[src/uartRxPkg.sv]
package uartRxPkg;

        ////////////////////////////////////////
        // Shared widths and constants
        ////////////////////////////////////////

        localparam int byteBits = 8;                    // One serial data byte

        // Self-test writes this XOR the entry index into each entry
        localparam logic [byteBits-1:0] bistPattern = 8'hA5;

        ////////////////////////////////////////
        // Receiver FSM states
        ////////////////////////////////////////

        typedef enum logic [1:0] {
                idle,                                   // Line high, waiting for a falling edge
                start,                                  // Timing out to the start-bit middle
                data,                                   // Sampling the eight data bits
                stop                                    // Sampling the stop bit
        } rxState;

endpackage

[src/fifoBist.sv]
module fifoBist #(
        parameter int fifoWidth = 4
) (
        input  logic                           Data_Rdy,
        input  logic                           Pop_Data,
        input  logic                           bistStart,
        input  logic [uartRxPkg::byteBits-1:0] dataOut,
        input  logic                           fifoEmpty,
        input  logic                           fifoFull,
        output logic                           bistMode,
        output logic                           testWr,
        output logic [uartRxPkg::byteBits-1:0] testData,
        output logic                           testPop,
        output logic                           bistBusy,
        output logic                           bistDone,
        output logic                           bistPass
);

        // Sequencer phases
        localparam logic [2:0] phIdle  = 3'd0;
        localparam logic [2:0] phWrite = 3'd1;          // One write per entry
        localparam logic [2:0] phCheck = 3'd2;          // Full flag check
        localparam logic [2:0] phPop   = 3'd3;          // One pop per entry
        localparam logic [2:0] phCmp   = 3'd4;          // Last byte compare
        localparam logic [2:0] phEnd   = 3'd5;          // Empty flag check

        logic [2:0] phase;
        logic [fifoWidth-1:0] idx;                      // Entry index, wraps after the last
        logic failReg;                                  // Any mismatch so far
        logic [uartRxPkg::byteBits-1:0] expByte;        // Byte the FIFO should show now
        logic byteBad;

        ////////////////////////////////////////
        // Pattern and compare
        ////////////////////////////////////////

        assign testData = uartRxPkg::bistPattern ^ uartRxPkg::byteBits'(idx);
        // dataOut trails the pop by one cycle, so compare with the previous index
        assign expByte  = uartRxPkg::bistPattern
                          ^ uartRxPkg::byteBits'(fifoWidth'(idx - 1'b1));
        assign byteBad  = (dataOut != expByte);

        assign bistBusy = (phase != phIdle);
        assign bistMode = bistBusy;                     // FIFO follows the test strobes
        assign testWr   = (phase == phWrite);
        assign testPop  = (phase == phPop);
        assign bistPass = bistDone && !failReg;

        ////////////////////////////////////////
        // Sequencer
        ////////////////////////////////////////

        always_ff @(posedge Data_Rdy or posedge Pop_Data) begin
                if (Pop_Data) begin
                        phase    <= phIdle;
                        idx      <= '0;
                        failReg  <= 1'b0;
                        bistDone <= 1'b0;
                end else begin
                        case (phase)
                        phIdle: if (bistStart) begin
                                phase    <= phWrite;
                                idx      <= '0;
                                failReg  <= 1'b0;
                                bistDone <= 1'b0;       // Cleared on restart only
                        end
                        phWrite: begin
                                idx <= idx + 1'b1;
                                if (&idx)
                                        phase <= phCheck;       // idx wraps back to zero
                        end
                        phCheck: begin
                                if (!fifoFull || fifoEmpty)
                                        failReg <= 1'b1;
                                phase <= phPop;
                        end
                        phPop: begin
                                // First pop has no byte out yet
                                if (idx != '0 && byteBad)
                                        failReg <= 1'b1;
                                idx <= idx + 1'b1;
                                if (&idx)
                                        phase <= phCmp;
                        end
                        phCmp: begin
                                if (byteBad)
                                        failReg <= 1'b1;        // Last entry
                                phase <= phEnd;
                        end
                        phEnd: begin
                                if (!fifoEmpty)
                                        failReg <= 1'b1;
                                bistDone <= 1'b1;
                                phase    <= phIdle;
                        end
                        default: phase <= phIdle;
                        endcase
                end
        end

endmodule

[src/rxFifo.sv]
module rxFifo #(
        parameter int fifoWidth = 4
) (
        input  logic                           Data_Rdy,
        input  logic                           Pop_Data,
        input  logic [uartRxPkg::byteBits-1:0] rxByte,
        input  logic                           rxStrobe,
        input  logic                           popReq,
        input  logic                           bistMode,
        input  logic                           testWr,
        input  logic [uartRxPkg::byteBits-1:0] testData,
        input  logic                           testPop,
        output logic [uartRxPkg::byteBits-1:0] dataOut,
        output logic                           fifoEmpty,
        output logic                           fifoHalf,
        output logic                           fifoFull,
        output logic                           fifoOverrun
);

        localparam int entries = 1 << fifoWidth;
        localparam logic [fifoWidth:0] fullCnt = (fifoWidth + 1)'(entries);
        localparam logic [fifoWidth:0] halfCnt = (fifoWidth + 1)'(entries / 2);

        logic [uartRxPkg::byteBits-1:0] mem [entries];
        logic [fifoWidth-1:0] wrPtr, rdPtr;
        logic [fifoWidth:0] count, countNext;           // One bit wider, holds a full count
        logic wrSel, popSel;                            // Strobes after source selection
        logic doWr, doPop;                              // Strobes that actually take effect
        logic [uartRxPkg::byteBits-1:0] wrByte;

        ////////////////////////////////////////
        // Source select and next count
        ////////////////////////////////////////

        always_comb begin
                wrSel  = bistMode ? testWr : rxStrobe;          // Self-test owns the FIFO
                popSel = bistMode ? testPop : popReq;
                wrByte = bistMode ? testData : rxByte;
                doWr   = wrSel && (count != fullCnt);           // Full drops the byte
                doPop  = popSel && (count != '0);               // Empty pop is a no-op
                countNext = count;
                if (doWr && !doPop)
                        countNext = count + 1'b1;
                else if (doPop && !doWr)
                        countNext = count - 1'b1;
        end

        always_ff @(posedge Data_Rdy) begin
                if (doWr)
                        mem[wrPtr] <= wrByte;
        end

        ////////////////////////////////////////
        // Pointers, output byte and flags
        ////////////////////////////////////////

        always_ff @(posedge Data_Rdy or posedge Pop_Data) begin
                if (Pop_Data) begin
                        wrPtr       <= '0;
                        rdPtr       <= '0;
                        count       <= '0;
                        dataOut     <= '0;
                        fifoEmpty   <= 1'b1;
                        fifoHalf    <= 1'b0;
                        fifoFull    <= 1'b0;
                        fifoOverrun <= 1'b0;
                end else begin
                        if (doWr)
                                wrPtr <= wrPtr + 1'b1;          // Wraps at the entry count
                        if (doPop) begin
                                dataOut <= mem[rdPtr];          // Held until the next pop
                                rdPtr   <= rdPtr + 1'b1;
                        end
                        count     <= countNext;
                        fifoEmpty <= (countNext == '0);
                        fifoHalf  <= (countNext >= halfCnt);    // At least half full
                        fifoFull  <= (countNext == fullCnt);

                        // Sticky until a pop makes room
                        if (wrSel && !doWr)
                                fifoOverrun <= 1'b1;
                        else if (doPop)
                                fifoOverrun <= 1'b0;
                end
        end

endmodule

[src/uartRx.sv]
module uartRx #(
        parameter int clksPerBit = 16
) (
        input  logic                           Data_Rdy,
        input  logic                           Pop_Data,
        input  logic                           rxd,
        output logic [uartRxPkg::byteBits-1:0] rxByte,
        output logic                           rxStrobe,
        output logic                           frameErr
);

        localparam int cntBits = $clog2(clksPerBit);
        localparam int bitIdxBits = $clog2(uartRxPkg::byteBits);
        localparam logic [cntBits-1:0] lastTick = cntBits'(clksPerBit - 1);
        localparam logic [cntBits-1:0] midTick = cntBits'(clksPerBit / 2 - 1);
        localparam logic [bitIdxBits-1:0] lastBit = bitIdxBits'(uartRxPkg::byteBits - 1);

        uartRxPkg::rxState state;
        logic rxMeta;                                   // First sync stage
        logic rxSync;                                   // Line, safe to use
        logic [cntBits-1:0] tickCnt;                    // Clocks within the current bit
        logic [bitIdxBits-1:0] bitCnt;                  // Data bit being sampled
        logic [uartRxPkg::byteBits-1:0] shiftReg;

        ////////////////////////////////////////
        // Input synchronizer
        ////////////////////////////////////////

        always_ff @(posedge Data_Rdy or posedge Pop_Data) begin
                if (Pop_Data) begin
                        rxMeta <= 1'b1;                 // Line idles high
                        rxSync <= 1'b1;
                end else begin
                        rxMeta <= rxd;
                        rxSync <= rxMeta;
                end
        end

        ////////////////////////////////////////
        // Bit timing FSM
        ////////////////////////////////////////

        always_ff @(posedge Data_Rdy or posedge Pop_Data) begin
                if (Pop_Data) begin
                        state    <= uartRxPkg::idle;
                        tickCnt  <= '0;
                        bitCnt   <= '0;
                        rxStrobe <= 1'b0;
                        frameErr <= 1'b0;
                end else begin
                        rxStrobe <= 1'b0;               // Pulses last one cycle
                        frameErr <= 1'b0;
                        case (state)
                        uartRxPkg::idle: begin
                                tickCnt <= '0;
                                if (!rxSync)
                                        state <= uartRxPkg::start;      // Possible start bit
                        end
                        uartRxPkg::start: begin
                                if (tickCnt == midTick) begin
                                        tickCnt <= '0;
                                        bitCnt  <= '0;
                                        // A glitch is back high by the middle
                                        state <= rxSync ? uartRxPkg::idle : uartRxPkg::data;
                                end else begin
                                        tickCnt <= tickCnt + 1'b1;
                                end
                        end
                        uartRxPkg::data: begin
                                if (tickCnt == lastTick) begin      // Middle of a data bit
                                        tickCnt <= '0;
                                        bitCnt  <= bitCnt + 1'b1;
                                        if (bitCnt == lastBit)
                                                state <= uartRxPkg::stop;
                                end else begin
                                        tickCnt <= tickCnt + 1'b1;
                                end
                        end
                        uartRxPkg::stop: begin
                                if (tickCnt == lastTick) begin
                                        rxStrobe <= rxSync;     // Good frame
                                        frameErr <= !rxSync;    // Byte dropped
                                        state    <= uartRxPkg::idle;
                                end else begin
                                        tickCnt <= tickCnt + 1'b1;
                                end
                        end
                        default: state <= uartRxPkg::idle;
                        endcase
                end
        end

        // LSB arrives first, so shift in from the top
        always_ff @(posedge Data_Rdy) begin
                if (state == uartRxPkg::data && tickCnt == lastTick)
                        shiftReg <= {rxSync, shiftReg[uartRxPkg::byteBits-1:1]};
        end

        assign rxByte = shiftReg;                       // Stable while rxStrobe is high

endmodule

[src/uartRxTop.sv]
module uartRxTop #(
        parameter int clksPerBit = 16,
        parameter int fifoWidth  = 4
) (
        input  logic                           Data_Rdy,
        input  logic                           Pop_Data,
        input  logic                           rxd,
        input  logic                           popReq,
        input  logic                           bistStart,
        output logic [uartRxPkg::byteBits-1:0] dataOut,
        output logic                           fifoEmpty,
        output logic                           fifoHalf,
        output logic                           fifoFull,
        output logic                           fifoOverrun,
        output logic                           frameErr,
        output logic                           bistBusy,
        output logic                           bistDone,
        output logic                           bistPass
);

        logic [uartRxPkg::byteBits-1:0] rxByte;        // Receiver to FIFO
        logic                           rxStrobe;
        logic                           bistMode;      // Self-test to FIFO
        logic                           testWr;
        logic                           testPop;
        logic [uartRxPkg::byteBits-1:0] testData;

        uartRx #(.clksPerBit(clksPerBit)) i_uartRx (
                .Data_Rdy (Data_Rdy),
                .Pop_Data (Pop_Data),
                .rxd      (rxd),
                .rxByte   (rxByte),
                .rxStrobe (rxStrobe),
                .frameErr (frameErr)
        );

        rxFifo #(.fifoWidth(fifoWidth)) i_rxFifo (
                .Data_Rdy    (Data_Rdy),
                .Pop_Data    (Pop_Data),
                .rxByte      (rxByte),
                .rxStrobe    (rxStrobe),
                .popReq      (popReq),
                .bistMode    (bistMode),
                .testWr      (testWr),
                .testData    (testData),
                .testPop     (testPop),
                .dataOut     (dataOut),
                .fifoEmpty   (fifoEmpty),
                .fifoHalf    (fifoHalf),
                .fifoFull    (fifoFull),
                .fifoOverrun (fifoOverrun)
        );

        // Reads the FIFO back through its normal output
        fifoBist #(.fifoWidth(fifoWidth)) i_fifoBist (
                .Data_Rdy  (Data_Rdy),
                .Pop_Data  (Pop_Data),
                .bistStart (bistStart),
                .dataOut   (dataOut),
                .fifoEmpty (fifoEmpty),
                .fifoFull  (fifoFull),
                .bistMode  (bistMode),
                .testWr    (testWr),
                .testData  (testData),
                .testPop   (testPop),
                .bistBusy  (bistBusy),
                .bistDone  (bistDone),
                .bistPass  (bistPass)
        );

endmodule
[config.mk]
export PLATFORM = sky130hd
export DESIGN_NAME = uartRxTop
export DESIGN_NICKNAME = d
export VERILOG_FILES = /design/src/uartRxPkg.sv /design/src/fifoBist.sv /design/src/rxFifo.sv /design/src/uartRx.sv /design/src/uartRxTop.sv
export SDC_FILE = /design/constraint.sdc
export NUM_CORES = 1
export LEC_CHECK = 0
export ABC_AREA = 1
export BUFFER_PORTS_ARGS = -buffer_cell sky130_fd_sc_hd__buf_2
export CAP_MARGIN = 25
export CORE_ASPECT_RATIO = 0.75
export CORE_MARGIN = 2
export CORE_UTILIZATION = 40
export CTS_CLUSTER_DIAMETER = 200
export DETAILED_ROUTE_END_ITERATION = 12
export SYNTH_ARGS = -nofsm -noshare
export SYNTH_HDL_FRONTEND = slang
export SYNTH_SLANG_ARGS = --single-unit
[constraint.sdc]
create_clock -name Data_Rdy -period 2.1 [get_ports Data_Rdy]
set_clock_uncertainty 0.05 [all_clocks]
set_input_delay 0.105 -clock Data_Rdy [delete_from_list [all_inputs] [get_ports Data_Rdy]]
set_output_delay 0.105 -clock Data_Rdy [all_outputs]
set_load 0.01 [all_outputs]
; Word-level counts from Yosys, hierarchy flattened
; Memory sizes are Yosys's and may differ from the RTL's. A register that Yosys moved wholly into a read port is not among the register bits.
; Index checks and enable logic that the tools add are counted.
[totals]
ff_bits = 47
inputBits = 5
out_inout_bits = 16
mem_count = 1
ram_bits = 128
[classes]
n_mux = 40
bitwise_logic = 2
eq_ne = 27
n_lt_le_gt_ge = 1
add_sub_neg = 8
reduce_logical = 33
[mem_list]
columns = memory, depth, width, read_ports, rd_clocked_by_memory_dff, wr, line_no
row1 = i_rxFifo.mem, 16, 8, 1, 1, 1, rxFifo.sv:24  ; logic [uartRxPkg::byteBits-1:0] mem [entries];
[op_table]
columns = cell, n
row1 = "2-bit by 1-bit != test with 1-bit output, second input constant", 9
row2 = "4-bit by 1-bit adder with 4-bit output, second input constant", 4
row3 = 4-bit 2-to-1 mux, 4
row4 = 4-bit one-hot mux with 4 select lines, 1
row5 = 1-bit 2-to-1 mux, 15
row6 = 3-bit 2-to-1 mux, 5
row7 = 3-bit one-hot mux with 5 select lines, 1
row8 = 2-bit 2-to-1 mux, 6
row9 = 5-bit 2-to-1 mux, 2
row10 = 5-bit nonzero test, 2
row11 = "3-bit == test, second input constant", 3
row12 = 1-bit logical AND, 8
row13 = 8-bit 2-to-1 mux, 1
row14 = "2-bit != test, second input constant", 4
row15 = 8-bit != test, 1
row16 = 2-bit NOT with 4-bit output, 2
row17 = 2-bit one-hot mux with 4 select lines, 1
row18 = 4-bit one-hot mux with 2 select lines, 1
row19 = 2-bit nonzero test, 4
row20 = "3-bit by 2-bit == test with 1-bit output, second input constant", 2
row21 = 3-bit one-hot mux with 2 select lines, 1
row22 = 3-bit AND reduction, 2
row23 = 6-bit AND reduction, 1
row24 = "5-bit by 1-bit adder with 5-bit output, second input constant", 1
row25 = other kinds (24), 30

; Logic depth before layout (Yosys ltp)
; Gate-level depths: netlist (run 1).
[depth]
depth_word = 8
ltp_mapped = 14
mapped_depth_nobuf = 13

; Cells and area by module
; A second synthesis (run 1) with hierarchy kept.
[unflattened]
hier_cells = 751
hier_area_um2 = 8144.1
[by_module_without_submodules]
columns = mod, seq_area_each_um2, n_inst, area_each_um2, cells_each
row1 = rxFifo, 4470.5, 1, 6473.7, 547
row2 = uartRx, 568.0, 1, 883.3, 86
row3 = fifoBist, 225.2, 1, 787.0, 118

; Least setup slack after synthesis (run 1)
; No wires, ideal clock.
[synth_timing]
path_type = register -> register
startpoint = register i_rxFifo.count[0]
endpoint = memory i_rxFifo.mem[11][0] in the netlist's numbering, enable pin
slack_ns = 0.129
arrival_time_ns = 1.551
n_path_buf = 1
required_ns = 1.680
path_stages_with_launch = 9
period_less_slack_ns = 1.971
path_cell_list = dfrtp_1 inv_1 ha_1 nand3_2 nand2_4 inv_6 buf_8 nand2_1 nor2_1
[synth_via]
elab_chain_cells = 4
[synth_lines]
columns = item, line_no
row1 = "start, declared", rxFifo.sv:26  ; logic [fifoWidth:0] count, countNext;
row2 = "start signal, assigned", rxFifo.sv:74  ; count <= countNext;
row3 = 5-bit != test, rxFifo.sv:39  ; doWr = wrSel && (count != fullCnt);
row4 = 1-bit logical AND, rxFifo.sv:39
row5 = 1-bit 2-to-1 mux, rxFifo.sv:49  ; if (doWr)
row6 = 1-bit 2-to-1 mux (implied by the code), rxFifo.sv:50  ; mem[wrPtr] <= wrByte;
row7 = "end, declared", rxFifo.sv:24
; Every way passes these cells.

; Worst setup path after layout (run 1)
[layout_timing]
startpoint = register i_rxFifo.count[0]
endpoint = memory i_rxFifo.mem[14][2] in the netlist's numbering, enable pin
; Same word-level chain as after synthesis.

==> flow_summary.toml, run 1 <==
[global_routing]
gr-usage-met3 = 0.0415
grt.met1_usage = 0.257
antenna_found_initial = 0
global_route.usage.met2 = 0.264
grt_first_pass_wirelength_um = 28500
grt.busiest_layer = "met2"
grt_start_max_net_pins = 35
globalRoute.totalOverflow = 0
grt_usage = 0.177
via_count_of_the_first_global_routing_pass = 5266

[setup_path]
top_cell_family_by_delay_on_the_critical_path = "simple AND/OR/NAND/NOR gates"
critPathLaunch = "i_rxFifo.count[0]"
critical_path.slowest_cell = "sky130_fd_sc_hd__dfrtp_1"
timing.reg2reg.worst_path_depth = 8
timing_worst_setup_path_type = "flip-flop to flip-flop"
critical_path_depth_in_cells = 8
critical_path.endpoint = "i_rxFifo.mem[14][2]"
rr_startpoint = "i_rxFifo.count[0]"
worstPathBufferInverterCount = 3
crit_path_max_fanout = 12
critical_path_arrival_ns = 2.05
slowest_delay_ns = 0.42
timing.critical_path.required_ns = 2.19
critical_path_cell_sequence = "inv_1, ha_1, nand3_2, nand2_4, inv_6, nand2_1, nor2_1, buf_4"
worstSetupStartpointType = "flip-flop"
reg2reg_to = "i_rxFifo.mem[14][2]"
critical_path.endpoint_type = "flip-flop"
setup.reg_to_reg.worst_slack_ns = 0.14

[synth]
gate_count_post_synth = 702
seq_area_frac_synth = 0.664
fraction_of_synthesis_flops_using_an_asynchronous_set_or_reset_pin = 0.257
mappedNetlistArea_mm2 = 0.00792
yosys_warnings = 0
postSynthRegisterBits = 183
yosys.cell_types.count = 40
avg_synthesized_cell_area_um2 = 11.3
synthFlopType = "sky130_fd_sc_hd__edfxtp_1"
synthesis.nets = 726
number_of_flops_mapped_to_enable_cells_by_yosys = 136

[final_layout]
multiInputGateArea_mm2 = 0.00235
n_fill_cell = 1731
areaGrowthSynthToFinish_pct = 15.5
sequential_cell_area_mm2 = 0.00527
num_antenna_cells = 0
most_common_library_cell_in_the_layout_ignoring_fill_and_taps = "sky130_fd_sc_hd__nor2_1"
final_layout_size_suffix_gt1_frac = 0.153
nets_finish = 778
mostFrequentLayoutCells = "142 x sky130_fd_sc_hd__nor2_1, 136 x sky130_fd_sc_hd__edfxtp_1, 95 x sky130_fd_sc_hd__o21ai_0, 66 x sky130_fd_sc_hd__nand2_1, 43 x sky130_fd_sc_hd__dfrtp_1"

[sta]
maxSlewViolCount = 0
setup-violations-final = 0
fmax_ghz = 0.509
final.period_utilization = 0.935
rsz0062_at_grt = "no"
worst-slew-pin-transition_ns = 0.585
finalCriticalPeriod_ns = 1.96
hold_viol = 0
timing.max_slew.rel_slack = 0.608
setup-tns-final_ns = 0
finalHoldWorstSlack_ns = 0.0867

[route]
route.detailed.vias_per_inst = 5.24
firstDrtPassIters = 5
routed_wl_um = 18000
route.antenna.remaining_nets = 0
detailedRoute.firstIterationViolations = 599
remaining_drc_errors = 0
vias = 5347
detail_route.wl_per_cell_um = 17.7

[floorplan]
die-height_um = 126
core-area_mm2 = 0.0194
dieArea_mm2 = 0.0210
core.rowCount = 44
design.portCount = 21
initial_core_utilization = 0.409
die_w_um = 167

[clock_network]
tritoncts_clock_tree = "done"
cts_sinks = 183
clock_path_buffers = 2
clock_latency_ns = 0.44
clock_transition_at_the_registers_of_the_reported_paths_ns = 0.07
cts.root.buffer_cell = "sky130_fd_sc_hd__clkbuf_16"
cts_buffers = 17
h_tree_levels = 4
cts-resized-gates = 0

[outcome]
status = "complete, no violations"

[power]
ir_worst_vdd_uv = 720
total_leakage_power_uw = 0.00346
power.density_mw_per_mm2 = 1570

[placement]
globalplace.congestion = 0.865
detailed_place_hpwl_um = 12300
total_of_buffers_placed_on_input_and_output_ports = 20

[run]
maxCapViolations = 0

[worst_hold_path]
hold_path_class = "input pin to async pin"
==> tightest hold or removal path: cells and delay by family <==
family | cells | cell delay, ns
buffers and inverters | 3 | 0.84
==> synthesized netlist by cell type, drive strengths merged, types with 3 or more instances <==
library cell    n  area, µm²
clkinv          3       12.5
buf            11       68.8
nand3          30        183
clkbuf         17       63.8
o31ai           3       22.5
nor3            3       15.0
o21ai          97        485
nand2          72        295
or2             3       18.8
xor2           10       87.6
dfstp           3       78.8
o211ai         32        240
a21oi           6       30.0
o22ai           3       18.8
ha             19        238
a31oi           7       43.8
edfxtp        136       4080
nand4           7       43.8
xnor2           4       35.0
dfrtp          44       1100
nor2          145        557
inv            42        163
==> per-layer routing <==
layer | share of wire | vias up
met2 | 0.44 | 139
met4 | 0.013 | 0
met1 | 0.49 | 2620
met5 | 0 | -
met3 | 0.058 | 21
li1 | - | 2567
==> per-stage QoR <==
step	total power (µW)	utilization	std cells	instance area, µm²	setup slack, ns
2_1_floorplan	9160	-	702	7920	0.129
3_3_place_gp	11000	0.440	985	8520	0.220
3_5_place_dp	11100	0.440	985	8520	0.164
4_1_cts	14400	0.472	1020	9150	0.147
5_1_grt	15200	0.472	1020	9150	0.00167
6_report	14300	0.472	1020	9150	0.136
==> timing repair <==
action / in CTS / in global routing
buffers inserted: 0 / 0
endpoints found under the hold margin: 48 / 0
hold buffers: 3 / 0
==> area by class of cell <==
class | instances | share of cell area
Clock buffer | 21 | 0.0551
Clock inverter | 11 | 0.0107
Sequential cell | 183 | 0.575
Multi-Input combinational cell | 446 | 0.257
Timing Repair Buffer | 61 | 0.0481
Tap cell | 253 | 0.0346
Inverter | 45 | 0.0191
==> worst min path at each step <==
stage,start,endpoint,slack [ns]
detailed placement,Pop_Data,i_rxFifo.fifoOverrun,-0.002
global route,Pop_Data,i_rxFifo.count[0],0.13
global placement,Pop_Data,i_rxFifo.fifoOverrun,-0.02
floorplan,rxd,i_uartRx.rxMeta,0.06
finish,Pop_Data,i_rxFifo.count[0],0.09
CTS,Pop_Data,i_rxFifo.count[4],0.08
==> report_power, final <==
part           internal [µW]  total [µW]  switching (µW)
Combinational           1830        5710            3880
Clock                   1770        3200            1440
Sequential              4940        5430             487
Total                   8540       14300            5800
==> flip-flops by register name (all words and copies together) (netlist names), 3 cells and up, named ones only <==
| register | flops |
|---|---|
| i_uartRx.rxByte | 8 |
| i_rxFifo.dataOut | 8 |
| i_fifoBist.phase | 3 |
| i_uartRx.bitCnt | 3 |
| i_fifoBist.idx | 4 |
| i_rxFifo.count | 5 |
| i_rxFifo.wrPtr | 4 |
| i_uartRx.tickCnt | 4 |
| i_rxFifo.mem | 128 |
| i_rxFifo.rdPtr | 4 |
==> kinds of logic (layout without fill, tap and decap cells) <==
| logic type | count (synthesis) | after routing | synth area share |
|---|---|---|---|
| simple gates | 262 | 262 | 0.142 |
| flops | 183 | 183 | 0.664 |
| compound gates | 151 | 151 | 0.109 |
| buf+inv | 73 | 138 | 0.0388 |
| fa+ha+maj | 19 | 19 | 0.0300 |
| xor+xnor | 14 | 14 | 0.0155 |
Power figures use the tool's default switching activity.
==> run 2: changes to the inputs <==
--- a/config.mk
+++ b/config.mk
@@ -13,6 +13,7 @@
 export CORE_UTILIZATION = 40
 export CTS_CLUSTER_DIAMETER = 200
 export DETAILED_ROUTE_END_ITERATION = 12
+export SETUP_SLACK_MARGIN = 0.15
 export SYNTH_ARGS = -nofsm -noshare
 export SYNTH_HDL_FRONTEND = slang
 export SYNTH_SLANG_ARGS = --single-unit
==> flow_summary.toml, run 2 (synthesis results as in run 1) <==
[setup_path]
top_cell_family_by_delay_on_the_critical_path = "flip-flops"
setup.reg_to_reg.worst_slack_ns = 0.25
slowest_delay_ns = 0.65
rr_startpoint = "i_rxFifo.rdPtr[2]"
critical_path.slowest_cell = "sky130_fd_sc_hd__dfrtp_1"
critical_path_cell_sequence = "clkinvlp_4, o211ai_1, nand3_1, a31oi_1"
crit_path_max_fanout = 12
critical_path_arrival_ns = 2.15
timing.reg2reg.worst_path_depth = 4
reg2reg_to = "i_rxFifo.dataOut[6]"
timing_worst_setup_path_type = "flip-flop to flip-flop"
worstPathBufferInverterCount = 1
timing.critical_path.required_ns = 2.40
critical_path.endpoint_type = "flip-flop"
worstSetupStartpointType = "flip-flop"

[global_routing]
antenna_found_initial = 0
grt_start_max_net_pins = 35
gr-usage-met3 = 0.0415
grt.met1_usage = 0.257
via_count_of_the_first_global_routing_pass = 5264
grt_first_pass_wirelength_um = 28500
global_route.usage.met2 = 0.263
grt_usage = 0.177
grt.busiest_layer = "met2"
globalRoute.totalOverflow = 0

[clock_network]
clock_latency_ns = 0.44
h_tree_levels = 4
tritoncts_clock_tree = "done"
clock_transition_at_the_registers_of_the_reported_paths_ns = 0.07
cts_sinks = 183
clock_path_buffers = 2
cts.root.buffer_cell = "sky130_fd_sc_hd__clkbuf_16"
cts_buffers = 17

[final_layout]
finalInstanceArea_mm2 = 0.00918
num_antenna_cells = 0
largest_register_ffs = 128
nets_finish = 780
areaGrowthSynthToFinish_pct = 15.9
mostFrequentLayoutCells = "142 x sky130_fd_sc_hd__nor2_1, 136 x sky130_fd_sc_hd__edfxtp_1, 95 x sky130_fd_sc_hd__o21ai_0, 64 x sky130_fd_sc_hd__nand2_1, 41 x sky130_fd_sc_hd__dfrtp_1"
most_common_library_cell_in_the_layout_ignoring_fill_and_taps = "sky130_fd_sc_hd__nor2_1"
post_layout_nonfiller_instances = 1022
final_layout_size_suffix_gt1_frac = 0.164
top_register_by_number_of_flip_flops = "i_rxFifo.mem"

[floorplan]
initial_core_utilization = 0.409
core-area_mm2 = 0.0194
dieArea_mm2 = 0.0210
die-height_um = 126
core.rowCount = 44
design.portCount = 21
die_w_um = 167

[sta]
maxSlewViolCount = 0
worst-slew-pin-transition_ns = 0.564
hold_viol = 0
setup-violations-final = 0
rsz0062_at_grt = "yes"
timing.max_slew.rel_slack = 0.622
final_setup_margin_ns = 0.252
finalHoldWorstSlack_ns = 0.0907
final.period_utilization = 0.880
finalCriticalPeriod_ns = 1.85
fmax_ghz = 0.541
setup-tns-final_ns = 0

[run]
maxCapViolations = 0

[route]
route.detailed.vias_per_inst = 5.25
firstDrtPassIters = 7
detail_route.wl_per_cell_um = 17.7
remaining_drc_errors = 0
routed_wl_um = 18100
route.antenna.remaining_nets = 0
vias = 5366
detailedRoute.firstIterationViolations = 571

[power]
ir_worst_vdd_uv = 717
total_leakage_power_uw = 0.00346
power.density_mw_per_mm2 = 1570

[outcome]
status = "complete, no violations"

[placement]
globalplace.congestion = 0.865
dpl_cell_area_mm2 = 0.00852
post-place-cells = 985
place_worst_setup_slack_ns = 0.164
total_of_buffers_placed_on_input_and_output_ports = 20
detailed_place_hpwl_um = 12300

[worst_hold_path]
hold_path_class = "input pin to async pin"
-- run 2: metal layers --
metal	vias up	share of wire
li1	2570	-
met1	2616	0.49
met2	159	0.43
met3	21	0.066
met4	0	0.014
met5	-	0
-- run 2: how the worst max path moves through the flow --
stage                 startpoint                   to  slack (ns)  depth (start not counted)
6_report       i_rxFifo.rdPtr[2]  i_rxFifo.dataOut[6]        0.25                          4
5_1_grt        i_rxFifo.count[0]   i_rxFifo.fifoEmpty        0.11                         12
4_1_cts        i_rxFifo.count[0]   i_rxFifo.mem[5][5]        0.16                          8
3_5_place_dp   i_rxFifo.count[0]  i_rxFifo.mem[14][7]        0.16                          8
3_3_place_gp   i_rxFifo.count[0]   i_rxFifo.mem[6][5]        0.22                          8
2_1_floorplan  i_rxFifo.count[0]  i_rxFifo.mem[11][0]        0.13                          8
-- run 2: area by class of cell --
| cell class | instances | area [µm²] |
|---|---|---|
| Inverter | 45 | 179 |
| Clock inverter | 11 | 97.6 |
| Timing Repair Buffer | 63 | 455 |
| Multi-Input combinational cell | 446 | 2360 |
| Sequential cell | 183 | 5270 |
| Fill cell | 1732 | 10200 |
| Tap cell | 253 | 317 |
| Clock buffer | 21 | 504 |
-- run 2: repair_timing --
action / in CTS / in global routing
setup endpoints to repair: 4 / 195
resized for setup: 1 / 6
hold buffers: 3 / 0
hold endpoints to repair: 48 / 0
buffers inserted: 0 / 2
-- run 2: report_power, final --
| part | internal, µW | total (µW) | switching (µW) |
|---|---|---|---|
| sequential | 4950 | 5420 | 478 |
| combinational | 1870 | 5770 | 3910 |
| clock | 1770 | 3200 | 1430 |
-- run 2: worst register-to-register path, stage by stage, from the launching register on --
cell and delay (ns):
sky130_fd_sc_hd__dfrtp_1 0.65, sky130_fd_sc_hd__clkinvlp_4 0.35, sky130_fd_sc_hd__o211ai_1 0.36, sky130_fd_sc_hd__nand3_1 0.15, sky130_fd_sc_hd__a31oi_1 0.21
-- run 2: stage by stage --
step	util	power, µW
floorplan	-	9160
global placement	0.440	11000
detailed placement	0.440	11100
CTS	0.472	14400
global route	0.474	15300
finish	0.474	14400
